`config.mk`:
```
export PLATFORM = sky130hd
export DESIGN_NAME = issue_dispatcher
export DESIGN_NICKNAME = d
export VERILOG_FILES = /design/src/design/dispatch_pkg.sv /design/src/design/issue_dispatcher.sv
export SDC_FILE = /design/constraint.sdc
export NUM_CORES = 1
export LEC_CHECK = 0
export ABC_AREA = 1
export BUFFER_PORTS_ARGS = -buffer_cell sky130_fd_sc_hd__buf_2
export CAP_MARGIN = 30
export CORE_UTILIZATION = 48
export DETAILED_ROUTE_END_ITERATION = 7
export PLACE_DENSITY = 0.75
export SLEW_MARGIN = 20
export SYNTH_ARGS = -nofsm -noshare
export SYNTH_HDL_FRONTEND = slang
export SYNTH_SLANG_ARGS = --single-unit
```
`constraint.sdc`:
```
create_clock -name clk -period 5.5 [get_ports clk]
set_clock_uncertainty 0.2 [all_clocks]
set_input_delay 0.55 -clock clk [delete_from_list [all_inputs] [get_ports clk]]
set_output_delay 0.55 -clock clk [all_outputs]
set_load 0.1 [all_outputs]
```
`src/design/dispatch_pkg.sv`:
```
package dispatch_pkg;

    typedef logic [31:0] word_t;      // data, instruction or control word.
    typedef logic [4:0]  reg_idx_t;
    typedef logic [15:0] excp_arg_t;  // low half of the instruction.
    typedef logic [3:0]  dmem_idx_t;
    typedef logic [5:0]  opcode_t;
    typedef logic [3:0]  cls_t;
    typedef logic [3:0]  subop_t;

    // instruction classes, control bits 3..0.
    localparam cls_t CLS_ALU = 4'd0;
    localparam cls_t CLS_MUL = 4'd2;
    localparam cls_t CLS_DIV = 4'd4;
    localparam cls_t CLS_MEM = 4'd5;

    // control word layout.
    localparam int CTL_CLS_LSB   = 0;
    localparam int CTL_SUBOP_LSB = 4;
    localparam int CTL_USE_IMM   = 8;
    localparam int CTL_WRITES_RD = 9;
    localparam int CTL_IS_STORE  = 10;

    // alu sub-operations.
    localparam subop_t SUB_ADD = 4'd0;
    localparam subop_t SUB_SUB = 4'd1;
    localparam subop_t SUB_AND = 4'd2;
    localparam subop_t SUB_OR  = 4'd3;
    localparam subop_t SUB_XOR = 4'd4;

    localparam opcode_t OP_ADD  = 6'd0;
    localparam opcode_t OP_SUB  = 6'd1;
    localparam opcode_t OP_AND  = 6'd2;
    localparam opcode_t OP_OR   = 6'd3;
    localparam opcode_t OP_XOR  = 6'd4;
    localparam opcode_t OP_ADDI = 6'd5;
    localparam opcode_t OP_MUL  = 6'd6;
    localparam opcode_t OP_DIVU = 6'd7;
    localparam opcode_t OP_LD   = 6'd8;
    localparam opcode_t OP_ST   = 6'd9;  // highest legal opcode.

    function automatic cls_t ctl_cls(word_t ctl);
        return ctl[CTL_CLS_LSB +: 4];
    endfunction

    function automatic subop_t ctl_subop(word_t ctl);
        return ctl[CTL_SUBOP_LSB +: 4];
    endfunction

    // alu, mul and div may run on lane 0.
    function automatic logic is_arith(word_t ctl);
        return ctl_cls(ctl) == CLS_ALU || ctl_cls(ctl) == CLS_MUL
            || ctl_cls(ctl) == CLS_DIV;
    endfunction

endpackage

```
`src/design/issue_dispatcher.sv`:
```
`timescale 1ns/1ps

module issue_dispatcher
    import dispatch_pkg::*;
(
    input  logic      clk,
    input  logic      rst_n,
    input  logic      dec_valid,
    input  reg_idx_t  rd0,
    input  reg_idx_t  rd1,
    input  reg_idx_t  rj0,
    input  reg_idx_t  rj1,
    input  reg_idx_t  rk0,
    input  reg_idx_t  rk1,
    input  word_t     imm0,
    input  word_t     imm1,
    input  word_t     control0,
    input  word_t     control1,
    input  excp_arg_t excp_arg0,
    input  excp_arg_t excp_arg1,
    input  logic      ine0,
    input  logic      ine1,
    output logic      iss0_valid,
    output reg_idx_t  iss0_rd,
    output reg_idx_t  iss0_rj,
    output reg_idx_t  iss0_rk,
    output word_t     iss0_imm,
    output word_t     iss0_control,
    output excp_arg_t iss0_excp_arg,
    output logic      iss0_ine,
    output logic      iss1_valid,
    output reg_idx_t  iss1_rd,
    output reg_idx_t  iss1_rj,
    output reg_idx_t  iss1_rk,
    output word_t     iss1_imm,
    output word_t     iss1_control,
    output excp_arg_t iss1_excp_arg,
    output logic      iss1_ine
);

    logic      hold_valid;  // younger of a split pair.
    reg_idx_t  hold_rd, hold_rj, hold_rk;
    word_t     hold_imm, hold_control;
    excp_arg_t hold_excp_arg;
    logic      hold_ine;

    // raw index compare, also on fields an instruction does not use.
    wire related = rd0 == rd1 || rd0 == rk1 || rd0 == rj1 || rd1 == rk0 || rd1 == rj0;
    wire plain   = !related && is_arith(control0);
    wire swap    = !related && ctl_cls(control0) == CLS_MEM && is_arith(control1);
    wire paired  = plain || swap;
    wire hold_arith = is_arith(hold_control);

    always_ff @(posedge clk or negedge rst_n) begin
        if (!rst_n) begin
            iss0_valid <= 1'b0;
            iss1_valid <= 1'b0;
            hold_valid <= 1'b0;
        end else if (dec_valid) begin
            iss0_valid <= paired;
            iss1_valid <= 1'b1;      // older or swapped memory op.
            hold_valid <= !paired;
        end else if (hold_valid) begin
            iss0_valid <= hold_arith;
            iss1_valid <= !hold_arith;
            hold_valid <= 1'b0;
        end else begin
            iss0_valid <= 1'b0;
            iss1_valid <= 1'b0;
        end
    end

    // lane 1 takes the older unless the pair goes out in order.
    always_ff @(posedge clk) begin
        if (dec_valid) begin
            iss0_rd       <= plain ? rd0 : rd1;
            iss0_rj       <= plain ? rj0 : rj1;
            iss0_rk       <= plain ? rk0 : rk1;
            iss0_imm      <= plain ? imm0 : imm1;
            iss0_control  <= plain ? control0 : control1;
            iss0_excp_arg <= plain ? excp_arg0 : excp_arg1;
            iss0_ine      <= plain ? ine0 : ine1;
            iss1_rd       <= plain ? rd1 : rd0;
            iss1_rj       <= plain ? rj1 : rj0;
            iss1_rk       <= plain ? rk1 : rk0;
            iss1_imm      <= plain ? imm1 : imm0;
            iss1_control  <= plain ? control1 : control0;
            iss1_excp_arg <= plain ? excp_arg1 : excp_arg0;
            iss1_ine      <= plain ? ine1 : ine0;
            hold_rd       <= rd1;
            hold_rj       <= rj1;
            hold_rk       <= rk1;
            hold_imm      <= imm1;
            hold_control  <= control1;
            hold_excp_arg <= excp_arg1;
            hold_ine      <= ine1;
        end else if (hold_valid) begin
            iss0_rd       <= hold_rd;
            iss0_rj       <= hold_rj;
            iss0_rk       <= hold_rk;
            iss0_imm      <= hold_imm;
            iss0_control  <= hold_control;
            iss0_excp_arg <= hold_excp_arg;
            iss0_ine      <= hold_ine;
            iss1_rd       <= hold_rd;
            iss1_rj       <= hold_rj;
            iss1_rk       <= hold_rk;
            iss1_imm      <= hold_imm;
            iss1_control  <= hold_control;
            iss1_excp_arg <= hold_excp_arg;
            iss1_ine      <= hold_ine;
        end
    end

endmodule

```
==> reports/metrics.yaml <==
worst_setup_path:
  rr_startpoint: "hold_valid$_DFF_PN0_"
  cp-start-kind: "primary input"
  crit_fanout: 190
  arrival_ns: 3.03
  startpoint: "rk1[0]"
  end_kind: "flop"
  required_ns: 5.61
  critPathKind: "primary input to flop"
layout:
  instances_no_fill: 2369
  final_cell_mix: "nand2_1 (517), buf_2 (387), edfxtp_1 (288), nand3_1 (195), nand4_1 (191)"
  nets: 2150
  multi_input_comb_area_sq_um: 4379
  fillers: 2438
  area_growth_syn_to_layout_pct: 26.09
  regArea_sq_um: 8723
  layout_commonest_cell: "nand2_1"
  drive_gt1_share_pct: 23.41
  fin_area_sq_um: 18350
clock_network:
  cts.repair.resized: 0
  ctsHtreeMaxLevel: 1
  cts_root_buf: "clkbuf_16"
  cts_made_buffers: 31
  cts_buffer_depth: 3
  clock_sinks: 291
  path_clk_slew_ns: 0.06
  clock_latency_ns: 0.56
  cts_tree: "built"
die:
  start_util_pct: 48.96
  rows: 63
  fp.dieW_um: 176.1
  dieArea_sq_um: 31010
  io_pins: 389
  die_h_um: 176.1
  core_sq_um: 29720
power:
  p_per_area_nw_per_um2: 386.1
  p_leak_nw: 8.917
  internal_power_w: 0.004261
  power_frac_clock_pct: 28.7
  p_sw_w: 0.002823
  seqPwrFrac_pct: 39.7
  irDropWorstVdd_v: 0.0002526
  power_w: 0.007084
  pwr-share-comb_pct: 31.6
  swShare_pct: 39.85
drt:
  avgRoutedWirePerCell_um: 17.67
  dr.pass1.iters: 5
  via_count: 13100
  antenna_left: 0
  drc: 0
  routed_wl_um: 41850
  viasPerCell: 5.530
  dr.first_iter.drc_count: 1331
sta:
  grt_setup_unrepaired: "false"
  whs_ns: 0.02763
  setup_viol: 0
  worstMarginPinSlew_ns: 0.9709
  min_period_over_period_pct: 53.12
  finalSetupTns_ns: 0
  fin_crit_ns: 2.922
  finalMaxSlewViolations: 0
  finalHoldViolations: 0
  fmax_mhz: 342.3
  slew_headroom_pct: 35.27
grt:
  grt_max_degree: 191
  grt_pass1_wl_um: 64870
  grt_pass1_vias: 12520
  overflow: 0
  track_usage_pct: 26.18
  grt_antenna_before_repair: 2
min_path:
  min_from: "imm1[2]"
  hold_class: "primary input to flop"
yosys:
  syn_avg_cell_area_sq_um: 9.399
  synth_top_area_share_pct: 59.44
  ys_ff_latch: 291
  synth_area_sq_um: 14550
  yosysTopAreaCell: "edfxtp_1"
  synthTopCellsByArea: "edfxtp_1 (59%), nand2_1 (13%), nand4_1 (8.2%), nand3_1 (6.7%), inv_1 (4.9%)"
  ys_types: 25
  yosys_warnings: 0
  synth_cells: 1548
  seq_area_frac_synth_pct: 59.95
  synth_nets: 1743
placement:
  dp_hpwl_um: 25960
  place_area_sq_um: 16490
  placed_cells: 2225
  io_buffers: 388
  place.gp.congestion: 0.8481
run:
  maxCapViolCount: 0
outcome:
  status: "finished, final reports clean"
## cell usage after synthesis, drive strengths merged
| cell | number |
|---|---|
| clkinv | 2 |
| nand2 | 518 |
| inv | 197 |
| a211o | 1 |
| clkbuf | 21 |
| o211ai | 2 |
| nor2 | 16 |
| o21ai | 6 |
| edfxtp | 288 |
| nand3 | 196 |
| buf | 95 |
| nand4 | 191 |
| and2 | 1 |
| dfrtp | 3 |
| xnor2 | 10 |
| a21oi | 1 |
## per-layer routing
| metal | vias up | track usage [%] | wire length, um |
|---|---|---|---|
| li1 | 6089 | - | - |
| met1 | 6142 | 34.26 | 16340 |
| met2 | 744 | 42.62 | 19770 |
| met3 | 122 | 5.749 | 4286 |
| met4 | 4 | 9.746 | 1435 |
| met5 | - | 0 | 27 |
## critical path, cell delays in order
cell           delay (ns)
dlygate4sd3_1        0.54
buf_2                0.14
nand2_1              0.06
inv_1                0.03
nor2_1               0.15
nor2_1               0.06
nand3_1              0.06
nand2_1              0.08
nor2_4               0.15
buf_12               0.64
nand4_1              0.23
nand3_1              0.17
nand2_1              0.06
## flip-flops by register name (all words and copies together), names as in the netlist, 16 cells and up
register and cells:
iss1_imm 32, iss0_imm 32, hold_control 32, iss0_excp_arg 16
iss1_excp_arg 16, iss1_control 32, hold_excp_arg 16, hold_imm 32
iss0_control 32
## through the flow
stage / setup slack [ns] / util (%)
finish: 2.578 / 61.74
global route: 2.438 / 61.73
CTS: 2.689 / 61.73
detailed placement: 2.207 / 55.51
global placement: 2.213 / 55.23
floorplan: 1.493 / -
## path summary, 6_finish.rpt
path,endpoint,slack (ns),cells past startpoint
setup / recovery,iss0_control[26]$_DFFE_PP_,2.58,13
hold / removal,hold_imm[2]$_DFFE_PP_,0.03,1
setup reg to reg,iss1_excp_arg[9]$_DFFE_PP_,3.40,3
hold reg to reg,iss1_imm[30]$_DFFE_PP_,0.34,2
max in group asynchronous,hold_valid$_DFF_PN0_,4.83,2
min in group asynchronous,iss0_valid$_DFF_PN0_,0.16,2
## power by group through the flow
stage | clock network (W) | registers, W | logic, W
finish | 0.00204 | 0.00281 | 0.00224
global route | 0.00215 | 0.00283 | 0.00233
CTS | 0.00207 | 0.00281 | 0.00223
detailed placement | 0 | 0.00286 | 0.00217
global placement | 0 | 0.00285 | 0.00214
floorplan | 0 | 0.00420 | 0.000442
## final cells by class
class	count	area share [%]
antenna	1	0.01364
sequential	291	47.55
multi-input combinational	942	23.87
inverter	199	4.112
timing repair buffer	490	16.46
clock buffer	34	4.290
clock inverter	22	1.043
tap	390	2.660
## cell families after synthesis
logic type / count (synthesis) / synth area share [%]
buffers and inverters: 315 / 10.11
AND/OR/NAND/NOR: 922 / 28.93
XOR/XNOR: 10 / 0.6019
flip-flops: 291 / 59.95
AO/OA/AOI/OAI: 10 / 0.4041
## what timing repair did
item	CTS	global route
endpoints found under the hold margin	89	0
buffers inserted	0	0
hold buffers	87	0
No activity file was read; power rests on OpenSTA's default activity.
