[src/design/dispatch_pkg.sv]
package dispatch_pkg;

    typedef logic [31:0] word_t;      // data, instruction or control word.
    typedef logic [4:0]  reg_idx_t;
    typedef logic [15:0] excp_arg_t;  // low half of the instruction.
    typedef logic [3:0]  dmem_idx_t;
    typedef logic [5:0]  opcode_t;
    typedef logic [3:0]  cls_t;
    typedef logic [3:0]  subop_t;

    // instruction classes, control bits 3..0.
    localparam cls_t CLS_ALU = 4'd0;
    localparam cls_t CLS_MUL = 4'd2;
    localparam cls_t CLS_DIV = 4'd4;
    localparam cls_t CLS_MEM = 4'd5;

    // control word layout.
    localparam int CTL_CLS_LSB   = 0;
    localparam int CTL_SUBOP_LSB = 4;
    localparam int CTL_USE_IMM   = 8;
    localparam int CTL_WRITES_RD = 9;
    localparam int CTL_IS_STORE  = 10;

    // alu sub-operations.
    localparam subop_t SUB_ADD = 4'd0;
    localparam subop_t SUB_SUB = 4'd1;
    localparam subop_t SUB_AND = 4'd2;
    localparam subop_t SUB_OR  = 4'd3;
    localparam subop_t SUB_XOR = 4'd4;

    localparam opcode_t OP_ADD  = 6'd0;
    localparam opcode_t OP_SUB  = 6'd1;
    localparam opcode_t OP_AND  = 6'd2;
    localparam opcode_t OP_OR   = 6'd3;
    localparam opcode_t OP_XOR  = 6'd4;
    localparam opcode_t OP_ADDI = 6'd5;
    localparam opcode_t OP_MUL  = 6'd6;
    localparam opcode_t OP_DIVU = 6'd7;
    localparam opcode_t OP_LD   = 6'd8;
    localparam opcode_t OP_ST   = 6'd9;  // highest legal opcode.

    function automatic cls_t ctl_cls(word_t ctl);
        return ctl[CTL_CLS_LSB +: 4];
    endfunction

    function automatic subop_t ctl_subop(word_t ctl);
        return ctl[CTL_SUBOP_LSB +: 4];
    endfunction

    // alu, mul and div may run on lane 0.
    function automatic logic is_arith(word_t ctl);
        return ctl_cls(ctl) == CLS_ALU || ctl_cls(ctl) == CLS_MUL
            || ctl_cls(ctl) == CLS_DIV;
    endfunction

endpackage

[src/design/inst_decoder.sv]
`timescale 1ns/1ps

module inst_decoder
    import dispatch_pkg::*;
(
    input  logic      clk,
    input  logic      rst_n,
    input  logic      in_valid,
    input  word_t     inst0,
    input  word_t     inst1,
    output logic      dec_valid,
    output reg_idx_t  rd0,
    output reg_idx_t  rd1,
    output reg_idx_t  rj0,
    output reg_idx_t  rj1,
    output reg_idx_t  rk0,
    output reg_idx_t  rk1,
    output word_t     imm0,
    output word_t     imm1,
    output word_t     control0,
    output word_t     control1,
    output excp_arg_t excp_arg0,
    output excp_arg_t excp_arg1,
    output logic      ine0,
    output logic      ine1
);

    // opcode to control word, zero for unknown opcodes.
    function automatic word_t ctrl_of(opcode_t op);
        word_t  c;
        cls_t   cls;
        subop_t sub;
        logic   use_imm;
        logic   st;
        c       = '0;
        cls     = CLS_ALU;
        sub     = SUB_ADD;
        use_imm = 1'b0;
        st      = 1'b0;
        case (op)
            OP_ADD:  sub = SUB_ADD;
            OP_SUB:  sub = SUB_SUB;
            OP_AND:  sub = SUB_AND;
            OP_OR:   sub = SUB_OR;
            OP_XOR:  sub = SUB_XOR;
            OP_ADDI: use_imm = 1'b1;
            OP_MUL:  cls = CLS_MUL;
            OP_DIVU: cls = CLS_DIV;
            OP_LD: begin
                cls     = CLS_MEM;
                use_imm = 1'b1;
            end
            OP_ST: begin
                cls     = CLS_MEM;
                use_imm = 1'b1;
                st      = 1'b1;
            end
            default: return '0;
        endcase
        c[CTL_CLS_LSB +: 4]   = cls;
        c[CTL_SUBOP_LSB +: 4] = sub;
        c[CTL_USE_IMM]        = use_imm;
        c[CTL_WRITES_RD]      = !st;
        c[CTL_IS_STORE]       = st;
        return c;
    endfunction

    always_ff @(posedge clk or negedge rst_n) begin
        if (!rst_n) begin
            dec_valid <= 1'b0;
        end else begin
            dec_valid <= in_valid;
        end
    end

    always_ff @(posedge clk) begin
        if (in_valid) begin
            rd0       <= inst0[25:21];
            rj0       <= inst0[20:16];
            rk0       <= inst0[15:11];
            imm0      <= {{16{inst0[15]}}, inst0[15:0]};
            control0  <= ctrl_of(inst0[31:26]);
            excp_arg0 <= inst0[15:0];
            ine0      <= inst0[31:26] > OP_ST;
            rd1       <= inst1[25:21];
            rj1       <= inst1[20:16];
            rk1       <= inst1[15:11];
            imm1      <= {{16{inst1[15]}}, inst1[15:0]};
            control1  <= ctrl_of(inst1[31:26]);
            excp_arg1 <= inst1[15:0];
            ine1      <= inst1[31:26] > OP_ST;
        end
    end

endmodule

[config.mk]
export PLATFORM = sky130hd
export DESIGN_NAME = inst_decoder
export DESIGN_NICKNAME = d
export VERILOG_FILES = /design/src/design/dispatch_pkg.sv /design/src/design/inst_decoder.sv
export SDC_FILE = /design/constraint.sdc
export NUM_CORES = 1
export LEC_CHECK = 0
export ABC_AREA = 0
export BUFFER_PORTS_ARGS = -buffer_cell sky130_fd_sc_hd__buf_2
export CORE_AREA = 5 5 98 100
export DETAILED_ROUTE_END_ITERATION = 16
export DIE_AREA = 0 0 103 105
export PLACE_DENSITY = 0.8
export SLEW_MARGIN = 20
export SYNTH_ARGS = -nofsm -noshare
export SYNTH_HDL_FRONTEND = slang
export SYNTH_SLANG_ARGS = --single-unit
[constraint.sdc]
create_clock -name clk -period 1.15 [get_ports clk]
set_input_delay 0.2875 -clock clk [delete_from_list [all_inputs] [get_ports clk]]
set_output_delay 0.2875 -clock clk [all_outputs]
set_load 0.03 [all_outputs]
==> impl_metrics.toml, run 1 <==
[sta]
rsz0062_at_grt = "true"
fin_crit_sh_pct = 121
whs_ps = 125
final.min_clock_period_ps = 1390
final_max_slew_viol_count = 0
final-hold-violation-count = 0
setup_viol = 138
fmax_mhz = 721
final.setup.worst_slack_ps = -237

[cells_and_area]
drive_above_1_share_pct = 60.7
finalNonFillerCells = 507
area_growth_pct = 47.3
nets = 461
final_core_util_pct = 57.7
fill_cells = 646
antenna_cells = 0

[floorplan]
dieArea_um2 = 10800
core-area_um2 = 8590
die_x_um = 103
die_y_um = 105
initial_utilization_pct = 39.2
num_rows = 34
ios = 260

[setup_path]
worstSetupStartpoint = "rk1[4]$_DFFE_PP_"
cp_max_fo = 19
crit_arrival_ps = 1100
path_class = "reg2out"
start_kind = "flip-flop"
end_kind = "primary output"
cp_data_required_time_ps = 860

[power_and_ir_drop]
power.density_nw_per_um2 = 1440
power_frac_comb_pct = 30.5
p_clk_share_pct = 23.4
p_leak_uw = 0.00221
total_power_uw = 7160
ir_worst_vdd_mv = 0.897
sequentialPowerShare_pct = 46.1
power_switching_uw = 2420
intPower_uw = 4740
swShare_pct = 33.8

[synth]
synth-async-reset-ratio_pct = 1.37
ys_seq_elements = 73
yosysTopAreaCell = "edfxtp_1"
yosysUniqueCellTypes = 23
synth_area_um2 = 3370
synth_ff_type = "edfxtp_1"
yosysMostFrequentCell = "buf_4"
syn_avg_cell_area_um2 = 14.3
synth.area.top_cells = "edfxtp_1 64%, buf_4 27%, nor4_1 1.3%"
synth_top_area_share_pct = 64.2
syn-instance-count = 236
synth_edf_count = 72
synth_common_cells = "120 x buf_4, 72 x edfxtp_1, 7 x nor4_1"
yosysSeqAreaShare_pct = 65.0
ys_warn_count = 0

[global_routing]
grt_pass1_wl_um = 12700
grt_usage_pct = 15.8
grt_max_degree = 35
first_global_vias = 2250
grt_antenna_before_repair = 1
grt-ovfl-total = 0

[placed_design]
dp_slack_ps = -110
place_hpwl_um = 6400
port-buffer-count = 213
place_congestion = 0.816
placed_cells = 487

[clocking]
clock_path_buffers = 2
cts_root_buffer = "clkbuf_8"
htreeDepth = 3
cts_buffers = 9
cts_sinks = 73
clk_pin_slew_ps = 80
cts_tree = "done"

[worst_hold_path]
holdCritStartpoint = "inst0[20]"
min_path_type = "in2reg"

[drt]
dr.first_iter.drc_count = 111
wire_per_inst_um = 17.5
first_pass_iters = 4
drcViolationCount = 0
wl_um = 8870
via_count = 2173
vias_per_cell = 4.29
final_antenna_net_count = 0

[run_status]
violations = "setup timing"
status = "finished with violations"

[run]
maxCapViolCount = 0
==> cells in the final DEF, fill, tap and decap left out, types with 2 or more instances in the layout <==
master	count
a21oi_1	3
nand2b_1	5
clkbuf_8	9
and2_1	2
or3_1	2
o21ai_0	2
buf_2	66
buf_12	4
inv_1	3
conb_1	46
edfxtp_1	72
buf_6	124
nor4_1	7
or2_1	2
a211oi_1	2
nand3b_1	2
nor2_1	2
buf_4	29
clkinv_2	4
nand4b_1	2
==> power by group through the flow <==
| stage | clock, uW | sequential, uW | combinational, uW |
|---|---|---|---|
| detailed placement | 0 | 3290 | 1690 |
| finish | 1680 | 3300 | 2180 |
| floorplan | 0 | 3690 | 1070 |
| global route | 1850 | 3320 | 2270 |
| global placement | 0 | 3280 | 1680 |
| CTS | 1730 | 3300 | 2160 |
==> final timing paths <==
check | to | slack [ps] | depth (start not counted)
min in group asynchronous | dec_valid$_DFF_PN0_ | 280 | 2
max in group asynchronous | dec_valid$_DFF_PN0_ | 780 | 2
setup / recovery | excp_arg1[15] | -240 | 2
hold / removal | rj0[4]$_DFFE_PP_ | 120 | 1
==> per-layer routing <==
layer,track usage [%],vias to the layer above,wire length [um]
met1,14.1,1009,2410
li1,-,969,-
met3,8.19,16,1320
met2,29.5,177,4960
met5,0,-,13
met4,5.74,2,177
==> final cells by class <==
type / count / area [um^2] / share of cell area, %
inverters: 3 / 11.3 / 0.227
multi-input cells: 83 / 427 / 8.60
clock buffers: 10 / 128 / 2.57
repair buffers: 224 / 2030 / 41.0
flip-flops and latches: 73 / 2190 / 44.1
well taps: 108 / 135 / 2.73
clock inverters: 6 / 36.3 / 0.732
==> state kept, by name, indices dropped and copies added (netlist names) <==
name       count
control0       9
rj1            5
rk1            5
rd0            5
rj0            5
rk0            5
ine1           1
dec_valid      1
excp_arg1     11
ine0           1
control1       9
excp_arg0     11
rd1            5
==> metrics by stage <==
| stage | setup TNS (ps) | cell area, um^2 |
|---|---|---|
| floorplan | -6140 | 3540 |
| global placement | -76.5 | 3900 |
| detailed placement | -1880 | 3900 |
| CTS | -18090 | 4940 |
| global route | -22110 | 4960 |
| finish | -14850 | 4960 |
==> what timing repair did <==
item | 4_1_cts | 5_1_grt
hold endpoints to repair | 1 | 0
hold buffers | 1 | 0
gates cloned | 0 | 0
endpoints found under the setup margin | 147 | 147
buffers inserted | 3 | 0
resized for setup | 267 | 4
==> kinds of logic (layout without fill, tap and decap cells) <==
group / count (synthesis) / count (layout) / share of synthesized area, %
flops: 73 / 73 / 65.0
other cells: 1 / 46 / 0.111
compound gates: 8 / 8 / 1.45
buf+inv: 125 / 243 / 27.4
simple gates: 29 / 29 / 6.09
==> worst max-delay path, cell delays in order (launching register included) <==
cell	delay [ps]
edfxtp_1	420
buf_12	180
buf_4	170
No activity file was read; power rests on OpenSTA's default activity.
==> inputs of run 2 (changes only) <==
--- a/config.mk
+++ b/config.mk
@@ -11,6 +11,8 @@
 export DETAILED_ROUTE_END_ITERATION = 16
 export DIE_AREA = 0 0 103 105
 export PLACE_DENSITY = 0.8
+export RECOVER_POWER = 50
+export SKIP_CTS_REPAIR_TIMING = 1
 export SLEW_MARGIN = 20
 export SYNTH_ARGS = -nofsm -noshare
 export SYNTH_HDL_FRONTEND = slang
==> impl_metrics.toml, run 2 (same netlist as run 1, synthesis figures left out) <==
[run_status]
status = "finished with violations"
violations = "setup timing"

[power_and_ir_drop]
total_power_uw = 7070
p_leak_uw = 0.00215
p_clk_share_pct = 23.7
ir_worst_vdd_mv = 0.894
power_switching_uw = 2400
sequentialPowerShare_pct = 46.6
swShare_pct = 34.0
intPower_uw = 4670
power.density_nw_per_um2 = 1470
power_frac_comb_pct = 29.6

[setup_path]
path_class = "reg2out"
end_kind = "primary output"
cp_max_fo = 19
start_kind = "flip-flop"
cp_data_required_time_ps = 860
crit_arrival_ps = 1090

[placed_design]
port-buffer-count = 213
dpl_cell_area_um2 = 3900
place_congestion = 0.816
place_hpwl_um = 6400

[cells_and_area]
layout_common_cells = "108 x buf_6, 85 x buf_2, 72 x edfxtp_1, 46 x conb_1, 21 x buf_4"
mostFrequentLayoutCell = "buf_6"
drive_above_1_share_pct = 59.5
nets = 460
largest_registers = "excp_arg0: 11 flops, excp_arg1: 11 flops"
final_area_um2 = 4810
antenna_cells = 0
area_growth_pct = 43.0
final_core_util_pct = 56.0

[sta]
tightestPinTransition_ps = 747
slew_headroom_pct = 50.2
rsz0062_at_grt = "true"
setup_viol = 165
final_max_slew_viol_count = 0
fin_crit_sh_pct = 119
final-hold-violation-count = 0
final.min_clock_period_ps = 1370
fmax_mhz = 728
final.setup.worst_slack_ps = -224

[drt]
dr.first_iter.drc_count = 100
via_count = 2183
wl_um = 8820
final_antenna_net_count = 0
vias_per_cell = 4.31
first_pass_iters = 4
wire_per_inst_um = 17.4
drcViolationCount = 0

[clocking]
cts_sinks = 73
cts_tree = "done"
clk_pin_slew_ps = 80
htreeDepth = 3
cts_buffers = 9
cts_root_buffer = "clkbuf_8"
clock_path_buffers = 2

[floorplan]
initial_utilization_pct = 39.2
die_y_um = 105
dieArea_um2 = 10800
die_x_um = 103
core-area_um2 = 8590
num_rows = 34
ios = 260

[worst_hold_path]
holdCritStartpoint = "inst0[20]"
min_to = "rj0[4]$_DFFE_PP_"
min_path_type = "in2reg"
min_delay_path_depth = 1

[global_routing]
grt_pass1_wl_um = 11200
grt_antenna_before_repair = 1
grt_usage_pct = 13.7
first_global_vias = 2036
grt-ovfl-total = 0
grt_max_degree = 35

[run]
maxCapViolCount = 0
## run 2: cell count changes in the layout (fill, tap and decap cells not counted), sizes merged
cell	previous run	this run
clkbuf	10	15
buf	223	217
## run 2: worst max path at each step
| stage | from | slack [ps] | cells after the start | endpoint |
|---|---|---|---|---|
| after floorplan | rk0[4]$_DFFE_PP_ | -170 | 1 | imm0[15] |
| after global placement | inst0[31] | -10 | 3 | ine0$_DFFE_PP_ |
| after detailed placement | inst1[30] | -110 | 3 | control1[10]$_SDFFCE_PN0P_ |
| final | rk0[4]$_DFFE_PP_ | -220 | 2 | rk0[4] |
| after global routing | rk1[4]$_DFFE_PP_ | -280 | 2 | imm1[28] |
| after CTS | rk0[4]$_DFFE_PP_ | -420 | 1 | imm0[15] |
## run 2: critical path, cell delays in order, from the launching register on
cell and delay (ps):
edfxtp_1 420, buf_12 170, buf_2 170
## run 2: layout make-up
type	instances	area, um^2
fill	659	3780
sequential	73	2190
timing repair buffer	223	1890
multi-input combinational	83	427
tap	108	135
clock buffer	10	128
clock inverter	6	36.3
inverter	3	11.3
## run 2: layer usage
metal	wire length (um)	up-vias	part of all wire, %	global-route usage, %
met5	13	-	0.15	0
met4	90	2	1.0	4.16
met3	1290	10	15	7.26
met2	4970	193	56	24.2
met1	2460	1013	28	13.7
li1	-	965	-	-
## run 2: power by group through the flow
| stage | sequential (uW) | clock (uW) | combinational [uW] |
|---|---|---|---|
| floorplan | 3690 | 0 | 1070 |
| global placement | 3280 | 0 | 1680 |
| detailed placement | 3290 | 0 | 1690 |
| CTS | 3240 | 1730 | 1690 |
| global route | 3320 | 1850 | 2180 |
| finish | 3300 | 1680 | 2100 |
## run 2: per-stage QoR
| step | hold WS (ps) | instances | setup TNS (ps) | worst slack [ps] |
|---|---|---|---|---|
| global placement | 62.4 | 487 | -76.5 | -14.6 |
| CTS | -306 | 503 | -24040 | -425 |
| finish | 127 | 506 | -16510 | -224 |
| global route | 96.6 | 506 | -24710 | -278 |
| floorplan | -8.09 | 281 | -6140 | -171 |
| detailed placement | 66.6 | 487 | -1880 | -110 |
